$ cat config.mk
export PLATFORM = sky130hd
export DESIGN_NAME = top_vga
export DESIGN_NICKNAME = d
export VERILOG_FILES = /design/src/rtl/game_pkg.sv /design/src/rtl/vga_timing.sv /design/src/rtl/draw_bg.sv /design/src/rtl/char_ctrl.sv /design/src/rtl/draw_char.sv /design/src/rtl/platform_layer.sv /design/src/rtl/top_vga.sv
export SDC_FILE = /design/constraint.sdc
export NUM_CORES = 1
export LEC_CHECK = 0
export BUFFER_PORTS_ARGS = -buffer_cell sky130_fd_sc_hd__buf_2
export CAP_MARGIN = 10
export CORE_AREA = 4 4 138 140
export DETAILED_ROUTE_END_ITERATION = 10
export DIE_AREA = 0 0 142 144
export MAX_ROUTING_LAYER = met4
export PLACE_DENSITY = 0.55
export SLEW_MARGIN = 5
export SYNTH_ARGS = -nofsm -noshare
export SYNTH_HDL_FRONTEND = slang
export SYNTH_SLANG_ARGS = --single-unit
export TNS_END_PERCENT = 50
$ cat constraint.sdc
create_clock -name clk -period 4.3 [get_ports clk]
set_input_delay 0.43 -clock clk [delete_from_list [all_inputs] [get_ports clk]]
set_output_delay 0.43 -clock clk [all_outputs]
set_load 0.05 [all_outputs]
$ cat src/rtl/game_pkg.sv
package game_pkg;

    // ~~~~~~~~~~~~~~~~~~~~~~~~~~~~~~~~~~~~~~~~~~~~~~~~~~~~~~~~~~~~~~~~~~~~~~~~~~
    // Shared vector types
    // ~~~~~~~~~~~~~~~~~~~~~~~~~~~~~~~~~~~~~~~~~~~~~~~~~~~~~~~~~~~~~~~~~~~~~~~~~~

    // Wide enough for the counters of an 800x600 frame including porches
    typedef logic [10:0] coord_t;

    // Packed as red, green, blue with four bits each
    typedef logic [11:0] rgb_t;

    // Vertical motion of the hero
    typedef enum logic [1:0] {
        ON_GROUND = 2'd0,
        RISING    = 2'd1,
        FALLING   = 2'd2
    } move_state_t;

    // ~~~~~~~~~~~~~~~~~~~~~~~~~~~~~~~~~~~~~~~~~~~~~~~~~~~~~~~~~~~~~~~~~~~~~~~~~~
    // Palette
    // ~~~~~~~~~~~~~~~~~~~~~~~~~~~~~~~~~~~~~~~~~~~~~~~~~~~~~~~~~~~~~~~~~~~~~~~~~~

    localparam rgb_t COLOR_SKY   = 12'h8_C_F;
    localparam rgb_t COLOR_FLOOR = 12'h6_4_2;
    localparam rgb_t COLOR_CHAR  = 12'hF_0_0;
    localparam rgb_t COLOR_PLAT  = 12'h0_A_0;
    localparam rgb_t COLOR_BLANK = 12'h0_0_0;

endpackage

$ cat src/rtl/vga_timing.sv
`timescale 1ns/10ps

module vga_timing #(
    parameter int H_ACTIVE = 800,
    parameter int H_FRONT  = 40,
    parameter int H_SYNC   = 128,
    parameter int H_BACK   = 88,
    parameter int V_ACTIVE = 600,
    parameter int V_FRONT  = 1,
    parameter int V_SYNC   = 4,
    parameter int V_BACK   = 23
) (
    input  logic             clk,
    input  logic             rst_n,
    output game_pkg::coord_t hcount,
    output game_pkg::coord_t vcount,
    output logic             hsync,
    output logic             vsync,
    output logic             hblnk,
    output logic             vblnk,
    output logic             frame_start
);

    import game_pkg::*;

    localparam coord_t H_LAST     = coord_t'(H_ACTIVE + H_FRONT + H_SYNC + H_BACK - 1);
    localparam coord_t V_LAST     = coord_t'(V_ACTIVE + V_FRONT + V_SYNC + V_BACK - 1);
    localparam coord_t H_SYNC_BEG = coord_t'(H_ACTIVE + H_FRONT);
    localparam coord_t H_SYNC_END = coord_t'(H_ACTIVE + H_FRONT + H_SYNC);
    localparam coord_t V_SYNC_BEG = coord_t'(V_ACTIVE + V_FRONT);
    localparam coord_t V_SYNC_END = coord_t'(V_ACTIVE + V_FRONT + V_SYNC);
    localparam coord_t H_VIS      = coord_t'(H_ACTIVE);
    localparam coord_t V_VIS      = coord_t'(V_ACTIVE);

    logic line_end;
    logic frame_end;

    assign line_end  = (hcount == H_LAST);
    assign frame_end = line_end && (vcount == V_LAST);

    // The frame pulse is registered so that it lines up with the counters at 0,0
    always_ff @(posedge clk or negedge rst_n) begin
        if (!rst_n) begin
            hcount      <= '0;
            vcount      <= '0;
            frame_start <= 1'b0;
        end else begin
            frame_start <= frame_end;
            if (line_end) begin
                hcount <= '0;
                if (vcount == V_LAST) begin
                    vcount <= '0;
                end else begin
                    vcount <= vcount + coord_t'(1);
                end
            end else begin
                hcount <= hcount + coord_t'(1);
            end
        end
    end

    // Sync pulses are active low
    assign hsync = !((hcount >= H_SYNC_BEG) && (hcount < H_SYNC_END));
    assign vsync = !((vcount >= V_SYNC_BEG) && (vcount < V_SYNC_END));
    assign hblnk = (hcount >= H_VIS);
    assign vblnk = (vcount >= V_VIS);

    // The controller relies on this pulse marking the very first pixel
    assert property (@(posedge clk) disable iff (!rst_n)
        frame_start |-> (hcount == '0) && (vcount == '0));

endmodule

$ cat src/rtl/draw_bg.sv
`timescale 1ns/10ps

module draw_bg #(
    parameter int V_ACTIVE = 600,
    parameter int FLOOR_H  = 4
) (
    input  logic             clk,
    input  logic             rst_n,
    input  game_pkg::coord_t hcount_in,
    input  game_pkg::coord_t vcount_in,
    input  logic             hsync_in,
    input  logic             vsync_in,
    input  logic             hblnk_in,
    input  logic             vblnk_in,
    output game_pkg::coord_t hcount,
    output game_pkg::coord_t vcount,
    output logic             hsync,
    output logic             vsync,
    output logic             blank,
    output game_pkg::rgb_t   rgb
);

    import game_pkg::*;

    // First row of the floor band
    localparam coord_t FLOOR_LINE = coord_t'(V_ACTIVE - FLOOR_H);

    logic blank_nxt;
    rgb_t rgb_nxt;

    assign blank_nxt = hblnk_in || vblnk_in;

    always_comb begin
        if (blank_nxt) begin
            rgb_nxt = COLOR_BLANK;
        end else if (vcount_in >= FLOOR_LINE) begin
            rgb_nxt = COLOR_FLOOR;
        end else begin
            rgb_nxt = COLOR_SKY;
        end
    end

    always_ff @(posedge clk or negedge rst_n) begin
        if (!rst_n) begin
            hcount <= '0;
            vcount <= '0;
            hsync  <= 1'b1;
            vsync  <= 1'b1;
            blank  <= 1'b1;
            rgb    <= COLOR_BLANK;
        end else begin
            hcount <= hcount_in;
            vcount <= vcount_in;
            hsync  <= hsync_in;
            vsync  <= vsync_in;
            blank  <= blank_nxt;
            rgb    <= rgb_nxt;
        end
    end

endmodule

$ cat src/rtl/char_ctrl.sv
`timescale 1ns/10ps

module char_ctrl #(
    parameter int H_ACTIVE    = 800,
    parameter int V_ACTIVE    = 600,
    parameter int FLOOR_H     = 4,
    parameter int CHAR_SIZE   = 32,
    parameter int START_X     = 100,
    parameter int JUMP_FRAMES = 60
) (
    input  logic             clk,
    input  logic             rst_n,
    input  logic             frame_start,
    input  logic             step_left,
    input  logic             step_right,
    input  logic             step_jump,
    input  logic             on_ground,
    output game_pkg::coord_t pos_x,
    output game_pkg::coord_t pos_y
);

    import game_pkg::*;

    localparam int     CNT_W   = $clog2(JUMP_FRAMES + 1);
    localparam coord_t X_MAX   = coord_t'(H_ACTIVE - CHAR_SIZE);
    localparam coord_t Y_FLOOR = coord_t'(V_ACTIVE - FLOOR_H - CHAR_SIZE);

    move_state_t            state;
    logic [CNT_W-1:0]       jump_cnt;

    // ~~~~~~~~~~~~~~~~~~~~~~~~~~~~~~~~~~~~~~~~~~~~~~~~~~~~~~~~~~~~~~~~~~~~~~~~~~
    // Horizontal walk by one pixel per frame with clamping at both edges
    // ~~~~~~~~~~~~~~~~~~~~~~~~~~~~~~~~~~~~~~~~~~~~~~~~~~~~~~~~~~~~~~~~~~~~~~~~~~

    always_ff @(posedge clk or negedge rst_n) begin
        if (!rst_n) begin
            pos_x <= coord_t'(START_X);
        end else if (frame_start) begin
            if (step_left && !step_right && (pos_x != '0)) begin
                pos_x <= pos_x - coord_t'(1);
            end else if (step_right && !step_left && (pos_x < X_MAX)) begin
                pos_x <= pos_x + coord_t'(1);
            end
        end
    end

    // ~~~~~~~~~~~~~~~~~~~~~~~~~~~~~~~~~~~~~~~~~~~~~~~~~~~~~~~~~~~~~~~~~~~~~~~~~~
    // Vertical motion FSM
    // ~~~~~~~~~~~~~~~~~~~~~~~~~~~~~~~~~~~~~~~~~~~~~~~~~~~~~~~~~~~~~~~~~~~~~~~~~~

    always_ff @(posedge clk or negedge rst_n) begin
        if (!rst_n) begin
            state    <= ON_GROUND;
            jump_cnt <= '0;
            pos_y    <= Y_FLOOR;
        end else if (frame_start) begin
            case (state)
                ON_GROUND: begin
                    if (!on_ground) begin
                        // Walked off an edge
                        state <= FALLING;
                    end else if (step_jump) begin
                        // The take-off frame already counts as the first rise step
                        pos_y    <= pos_y - coord_t'(1);
                        jump_cnt <= CNT_W'(1);
                        state    <= (JUMP_FRAMES == 1) ? FALLING : RISING;
                    end
                end
                RISING: begin
                    pos_y    <= pos_y - coord_t'(1);
                    jump_cnt <= jump_cnt + CNT_W'(1);
                    if ((jump_cnt + CNT_W'(1) == CNT_W'(JUMP_FRAMES)) ||
                        (pos_y == coord_t'(1))) begin
                        state <= FALLING;
                    end
                end
                FALLING: begin
                    if (on_ground) begin
                        state <= ON_GROUND;
                    end else begin
                        pos_y <= pos_y + coord_t'(1);
                    end
                end
                default: begin
                    state <= FALLING;
                end
            endcase
        end
    end

    assert property (@(posedge clk) disable iff (!rst_n)
        pos_x <= X_MAX);

    // The floor support keeps a falling hero from sinking into the floor band
    assert property (@(posedge clk) disable iff (!rst_n)
        pos_y <= Y_FLOOR);

endmodule

$ cat src/rtl/draw_char.sv
`timescale 1ns/10ps

module draw_char #(
    parameter int CHAR_SIZE = 32
) (
    input  logic             clk,
    input  logic             rst_n,
    input  game_pkg::coord_t hcount_in,
    input  game_pkg::coord_t vcount_in,
    input  logic             hsync_in,
    input  logic             vsync_in,
    input  logic             blank_in,
    input  game_pkg::rgb_t   rgb_in,
    input  game_pkg::coord_t pos_x,
    input  game_pkg::coord_t pos_y,
    output game_pkg::coord_t hcount,
    output game_pkg::coord_t vcount,
    output logic             hsync,
    output logic             vsync,
    output logic             blank,
    output game_pkg::rgb_t   rgb
);

    import game_pkg::*;

    localparam coord_t SIZE = coord_t'(CHAR_SIZE);

    logic in_col;
    logic in_row;
    logic hero_px;

    assign in_col  = (hcount_in >= pos_x) && (hcount_in < pos_x + SIZE);
    assign in_row  = (vcount_in >= pos_y) && (vcount_in < pos_y + SIZE);
    assign hero_px = in_col && in_row && !blank_in;

    always_ff @(posedge clk or negedge rst_n) begin
        if (!rst_n) begin
            hcount <= '0;
            vcount <= '0;
            hsync  <= 1'b1;
            vsync  <= 1'b1;
            blank  <= 1'b1;
            rgb    <= COLOR_BLANK;
        end else begin
            hcount <= hcount_in;
            vcount <= vcount_in;
            hsync  <= hsync_in;
            vsync  <= vsync_in;
            blank  <= blank_in;
            rgb    <= hero_px ? COLOR_CHAR : rgb_in;
        end
    end

endmodule

$ cat src/rtl/platform_layer.sv
`timescale 1ns/10ps

module platform_layer #(
    parameter int V_ACTIVE  = 600,
    parameter int FLOOR_H   = 4,
    parameter int CHAR_SIZE = 32,
    parameter int PLAT_X    = 300,
    parameter int PLAT_W    = 200,
    parameter int PLAT_Y    = 450
) (
    input  logic             clk,
    input  logic             rst_n,
    input  game_pkg::coord_t hcount_in,
    input  game_pkg::coord_t vcount_in,
    input  logic             hsync_in,
    input  logic             vsync_in,
    input  logic             blank_in,
    input  game_pkg::rgb_t   rgb_in,
    input  game_pkg::coord_t pos_x,
    input  game_pkg::coord_t pos_y,
    output game_pkg::coord_t hcount,
    output game_pkg::coord_t vcount,
    output logic             hsync,
    output logic             vsync,
    output logic             blank,
    output game_pkg::rgb_t   rgb,
    output logic             on_ground
);

    import game_pkg::*;

    localparam coord_t SIZE       = coord_t'(CHAR_SIZE);
    localparam coord_t FLOOR_LINE = coord_t'(V_ACTIVE - FLOOR_H);
    localparam coord_t P_LEFT     = coord_t'(PLAT_X);
    localparam coord_t P_END      = coord_t'(PLAT_X + PLAT_W);
    localparam coord_t P_ROW      = coord_t'(PLAT_Y);

    coord_t bottom;
    logic   overlap;
    logic   plat_px;

    // The hero stands when its bottom edge touches a surface
    assign bottom    = pos_y + SIZE;
    assign overlap   = (pos_x + SIZE > P_LEFT) && (pos_x < P_END);
    assign on_ground = (bottom == FLOOR_LINE) || ((bottom == P_ROW) && overlap);

    // The platform is a single row drawn on top of the hero
    assign plat_px = (vcount_in == P_ROW) && (hcount_in >= P_LEFT) &&
                     (hcount_in < P_END) && !blank_in;

    always_ff @(posedge clk or negedge rst_n) begin
        if (!rst_n) begin
            hcount <= '0;
            vcount <= '0;
            hsync  <= 1'b1;
            vsync  <= 1'b1;
            blank  <= 1'b1;
            rgb    <= COLOR_BLANK;
        end else begin
            hcount <= hcount_in;
            vcount <= vcount_in;
            hsync  <= hsync_in;
            vsync  <= vsync_in;
            blank  <= blank_in;
            rgb    <= plat_px ? COLOR_PLAT : rgb_in;
        end
    end

endmodule

$ cat src/rtl/top_vga.sv
`timescale 1ns/10ps

module top_vga #(
    parameter int H_ACTIVE    = 800,
    parameter int H_FRONT     = 40,
    parameter int H_SYNC      = 128,
    parameter int H_BACK      = 88,
    parameter int V_ACTIVE    = 600,
    parameter int V_FRONT     = 1,
    parameter int V_SYNC      = 4,
    parameter int V_BACK      = 23,
    parameter int FLOOR_H     = 4,
    parameter int CHAR_SIZE   = 32,
    parameter int START_X     = 100,
    parameter int JUMP_FRAMES = 60,
    parameter int PLAT_X      = 300,
    parameter int PLAT_W      = 200,
    parameter int PLAT_Y      = 450
) (
    input  logic           clk,
    input  logic           rst_n,
    input  logic           step_left,
    input  logic           step_right,
    input  logic           step_jump,
    output logic           hs,
    output logic           vs,
    output game_pkg::rgb_t rgb
);

    import game_pkg::*;

    // ~~~~~~~~~~~~~~~~~~~~~~~~~~~~~~~~~~~~~~~~~~~~~~~~~~~~~~~~~~~~~~~~~~~~~~~~~~
    // Stage signals
    // ~~~~~~~~~~~~~~~~~~~~~~~~~~~~~~~~~~~~~~~~~~~~~~~~~~~~~~~~~~~~~~~~~~~~~~~~~~

    coord_t hcount_tim, vcount_tim;
    logic   hsync_tim, vsync_tim, hblnk_tim, vblnk_tim;
    logic   frame_start;

    coord_t hcount_bg, vcount_bg;
    logic   hsync_bg, vsync_bg, blank_bg;
    rgb_t   rgb_bg;

    coord_t hcount_ch, vcount_ch;
    logic   hsync_ch, vsync_ch, blank_ch;
    rgb_t   rgb_ch;

    coord_t pos_x, pos_y;
    logic   on_ground;

    vga_timing #(
        .H_ACTIVE (H_ACTIVE), .H_FRONT (H_FRONT), .H_SYNC (H_SYNC), .H_BACK (H_BACK),
        .V_ACTIVE (V_ACTIVE), .V_FRONT (V_FRONT), .V_SYNC (V_SYNC), .V_BACK (V_BACK)
    ) u_vga_timing (
        .clk, .rst_n,
        .hcount (hcount_tim), .vcount (vcount_tim),
        .hsync  (hsync_tim),  .vsync  (vsync_tim),
        .hblnk  (hblnk_tim),  .vblnk  (vblnk_tim),
        .frame_start
    );

    draw_bg #(.V_ACTIVE (V_ACTIVE), .FLOOR_H (FLOOR_H)) u_draw_bg (
        .clk, .rst_n,
        .hcount_in (hcount_tim), .vcount_in (vcount_tim),
        .hsync_in  (hsync_tim),  .vsync_in  (vsync_tim),
        .hblnk_in  (hblnk_tim),  .vblnk_in  (vblnk_tim),
        .hcount (hcount_bg), .vcount (vcount_bg), .hsync (hsync_bg),
        .vsync  (vsync_bg),  .blank  (blank_bg),  .rgb   (rgb_bg)
    );

    char_ctrl #(
        .H_ACTIVE (H_ACTIVE), .V_ACTIVE (V_ACTIVE), .FLOOR_H (FLOOR_H),
        .CHAR_SIZE (CHAR_SIZE), .START_X (START_X), .JUMP_FRAMES (JUMP_FRAMES)
    ) u_char_ctrl (
        .clk, .rst_n, .frame_start,
        .step_left, .step_right, .step_jump, .on_ground,
        .pos_x, .pos_y
    );

    draw_char #(.CHAR_SIZE (CHAR_SIZE)) u_draw_char (
        .clk, .rst_n,
        .hcount_in (hcount_bg), .vcount_in (vcount_bg), .hsync_in (hsync_bg),
        .vsync_in  (vsync_bg),  .blank_in  (blank_bg),  .rgb_in   (rgb_bg),
        .pos_x, .pos_y,
        .hcount (hcount_ch), .vcount (vcount_ch), .hsync (hsync_ch),
        .vsync  (vsync_ch),  .blank  (blank_ch),  .rgb   (rgb_ch)
    );

    // Only sync and colour of the last stage leave the chip
    platform_layer #(
        .V_ACTIVE (V_ACTIVE), .FLOOR_H (FLOOR_H), .CHAR_SIZE (CHAR_SIZE),
        .PLAT_X (PLAT_X), .PLAT_W (PLAT_W), .PLAT_Y (PLAT_Y)
    ) u_platform_layer (
        .clk, .rst_n,
        .hcount_in (hcount_ch), .vcount_in (vcount_ch), .hsync_in (hsync_ch),
        .vsync_in  (vsync_ch),  .blank_in  (blank_ch),  .rgb_in   (rgb_ch),
        .pos_x, .pos_y,
        .hcount (), .vcount (), .hsync (hs), .vsync (vs), .blank (), .rgb,
        .on_ground
    );

endmodule

==> qor.yml <==
place_area_um2: 6560
cts_resized: 0
wl_met1_mm: 5.73
worstPathArrival_ns: 3.29
required_ns: 4.60
dieArea_um2: 20400
startpoint_type: "flop"
cap_violations: 0
grt_pass1_wl_mm: 21.6
htreeDepth: 4
top_layer: "met4"
placed_cells: 820
drive_above_1_share_pct: 14.7
synth-async-reset-ratio_pct: 100
first_pass_iters: 4
dominantRegCellSynth: "dfrtp_1"
die_w_um: 142
synth-seq-cells: 118
ys.warnings.count: 0
globalplace.congestion: 0.846
setup_ws_ns: 1.31
synth_edf_count: 0
synthAdderAreaFrac_pct: 11.6
status: "finished clean"
dpl.hpwl_mm: 9.09
instances_no_fill: 853
grt_pass1_vias: 4384
yosysMostFrequentCell: "dfrtp_1"
syn_nets: 653
synthTopCellsByCount: "dfrtp_1, ha_1, inv_1"
grt_overflow: 0
wl_mm: 12.5
clkSinkCount: 118
met3_length_um: 299
hp-class: "reg2reg"
drc: 0
rrSetupSlack_ns: 1.31
cts_made_buffers: 17
antenna_found_initial: 0
synth_cells: 590
num_rows: 49
start_util_pct: 35.4
cts_root_buf: "clkbuf_16"
ant_nets: 0
synth-xor-area-share_pct: 6.16
end_kind: "flop"
clk_path_buf_depth: 2
ioPinCount: 19
ys_types: 66
tns_ns: 0
path_class: "reg2reg"
synth_compound_gate_area_share_pct: 11.4
port-buffer-count: 17
track_usage_pct: 13.6
grt_max_degree: 59
fill_cells: 1691
min-delay-start: "u_draw_char.vsync$_DFF_PN1_"
post-place-ws_ns: 1.32
cp_max_fo: 14
synth_top_family_by_area: "simple AND/OR/NAND/NOR gates"
drt_iter0_drc: 209
cts_setup_buffers: 0
worstPathCellList: "nor4_1 -> a311oi_2 -> buf_4 -> ha_1 -> nor2b_1 -> o21a_1 -> o21ai_1 -> a21oi_1 -> a211oi_1 -> a31oi_1 -> a31o_2"
power_density_nw_per_um2: 371
tightest_slew_ns: 0.743
fmax_ghz: 0.335
nNetsFinal: 674
fin_crit_ns: 2.99
synth_area_um2: 6310
reg2reg_from: "u_char_ctrl.pos_x[9]$_DFFE_PN0P_"
total_power_mw: 2.68
yosysSeqAreaShare_pct: 47.1
clkSlewWorstSetupHoldPaths_ns: 0.06
insertion_delay_ns: 0.42
synthMuxAreaShare_pct: 0.159
routedWlPerCell_um: 14.6
wl_met2_mm: 6.21
p_leak_nw: 3.28
synth.area.top_cells: "dfrtp_1, ha_1, dfstp_2"
synth.largest_area_cell: "dfrtp_1"
synth-simple-area-share_pct: 18.5
crit_slowest_cell: "dfrtp_1"
period_share_pct: 69.4
setup_viol: 0
cp.buffers_inverters: 1
syn_to_final_growth_pct: 14.1
vias_per_cell: 5.02
cpPeakStageDelay_ns: 0.46
fp.dieH_um: 144
netlist.area_leader.share_pct: 40.8
slew_headroom_pct: 50.5
peakVddDrop_uv: 277
via_count: 4280
cts_tree: "built"
hold_violations: 0
ctsHoldBuffers: 1
skew_ns: 0.0130
core_um2: 17800
grt_setup_unrepaired: "false"
n_antenna_cell: 0
critPathTopFamily: "compound AO/OA/AOI/OAI gates"
final_area_um2: 7200
crit_start: "u_char_ctrl.pos_x[9]$_DFFE_PN0P_"
syn_area_per_cell_um2: 10.7
finalMaxSlewViolations: 0
[final cells by class]
cell class / count / area (um^2) / area share, %
multi-input cells: 410 / 3020 / 42.0
inverters: 42 / 158 / 2.19
well taps: 229 / 287 / 3.98
repair buffers: 22 / 128 / 1.77
clock buffers: 18 / 439 / 6.10
clock inverters: 14 / 198 / 2.74
flip-flops and latches: 118 / 2970 / 41.3
[placed cells by master, fill, tap and decap left out, types with 4 or more instances in the layout]
master,instances
dfstp_2,15
buf_4,5
a21o_1,13
xnor2_1,23
nand3_1,24
xor2_1,14
nor3_1,18
buf_2,16
clkbuf_16,17
xnor2_2,4
nor4_1,5
nand3_2,6
dfrtp_1,103
inv_1,42
nor2b_1,10
and4_1,5
nor2_1,30
and3_1,8
nand4_1,25
or3_1,6
ha_1,57
a211oi_1,4
nor4b_1,4
o21bai_1,4
bufinv_16,4
a21oi_1,22
o21a_1,11
nand2_1,40
o21ai_0,26
[through the flow]
stage,hold WS (ns),util (%)
floorplan,0.134,-
global placement,0.248,36.7
detailed placement,0.246,36.7
finish,0.354,40.4
CTS,0.356,40.4
global route,0.360,40.4
[logic make-up (layout without fill, tap and decap cells)]
logic type | Yosys count | count (layout)
and+or+nand+nor | 203 | 203
DFF | 118 | 118
AOI/OAI and AO/OA | 106 | 106
buffers and inverters | 62 | 96
adders and majority gates | 58 | 58
xor gates and xnor gates | 41 | 41
other | 1 | 1
muxes | 1 | 1
[sequential cells by signal (all words and copies together), names as in the netlist]
name,flops
u_draw_bg.hcount,11
u_char_ctrl.state,2
u_platform_layer.vsync,1
u_vga_timing.frame_start,1
u_draw_char.blank,1
u_draw_char.rgb,5
u_draw_char.hcount,9
u_vga_timing.vcount,11
u_draw_char.vcount,11
u_draw_bg.blank,1
u_char_ctrl.pos_x,11
u_platform_layer.hsync,1
u_draw_bg.rgb,3
u_platform_layer.rgb,7
u_draw_bg.vcount,11
u_draw_bg.hsync,1
u_draw_char.hsync,1
u_draw_bg.vsync,1
u_vga_timing.hcount,11
u_char_ctrl.pos_y,11
u_draw_char.vsync,1
u_char_ctrl.jump_cnt,6
[per-layer routing]
metal / GRT usage [%] / up-vias
li1: - / 2134
met1: 16.5 / 2072
met2: 21.8 / 55
met3: 3.01 / 19
met4: 5.96 / 0
met5: - / -
[path summary, 6_finish.rpt]
check | endpoint | cells after the start
hold reg to reg | u_platform_layer.vsync$_DFF_PN1_ | 0
min in group asynchronous | u_char_ctrl.state[1]$_DFFE_PN0P_ | 2
hold / removal | u_platform_layer.vsync$_DFF_PN1_ | 0
setup reg to reg | u_char_ctrl.pos_x[10]$_DFFE_PN0P_ | 11
max in group asynchronous | u_vga_timing.vcount[2]$_DFFE_PN0N_ | 3
setup / recovery | u_char_ctrl.pos_x[10]$_DFFE_PN0P_ | 11
[where the power goes]
part           switching (mW)  total, mW  internal [mW]
registers                   0       1.11           1.11
logic                  0.0340     0.0450         0.0111
clock network           0.529       1.52          0.990
total                   0.563       2.68           2.11
(Power assumes the default switching activity.)
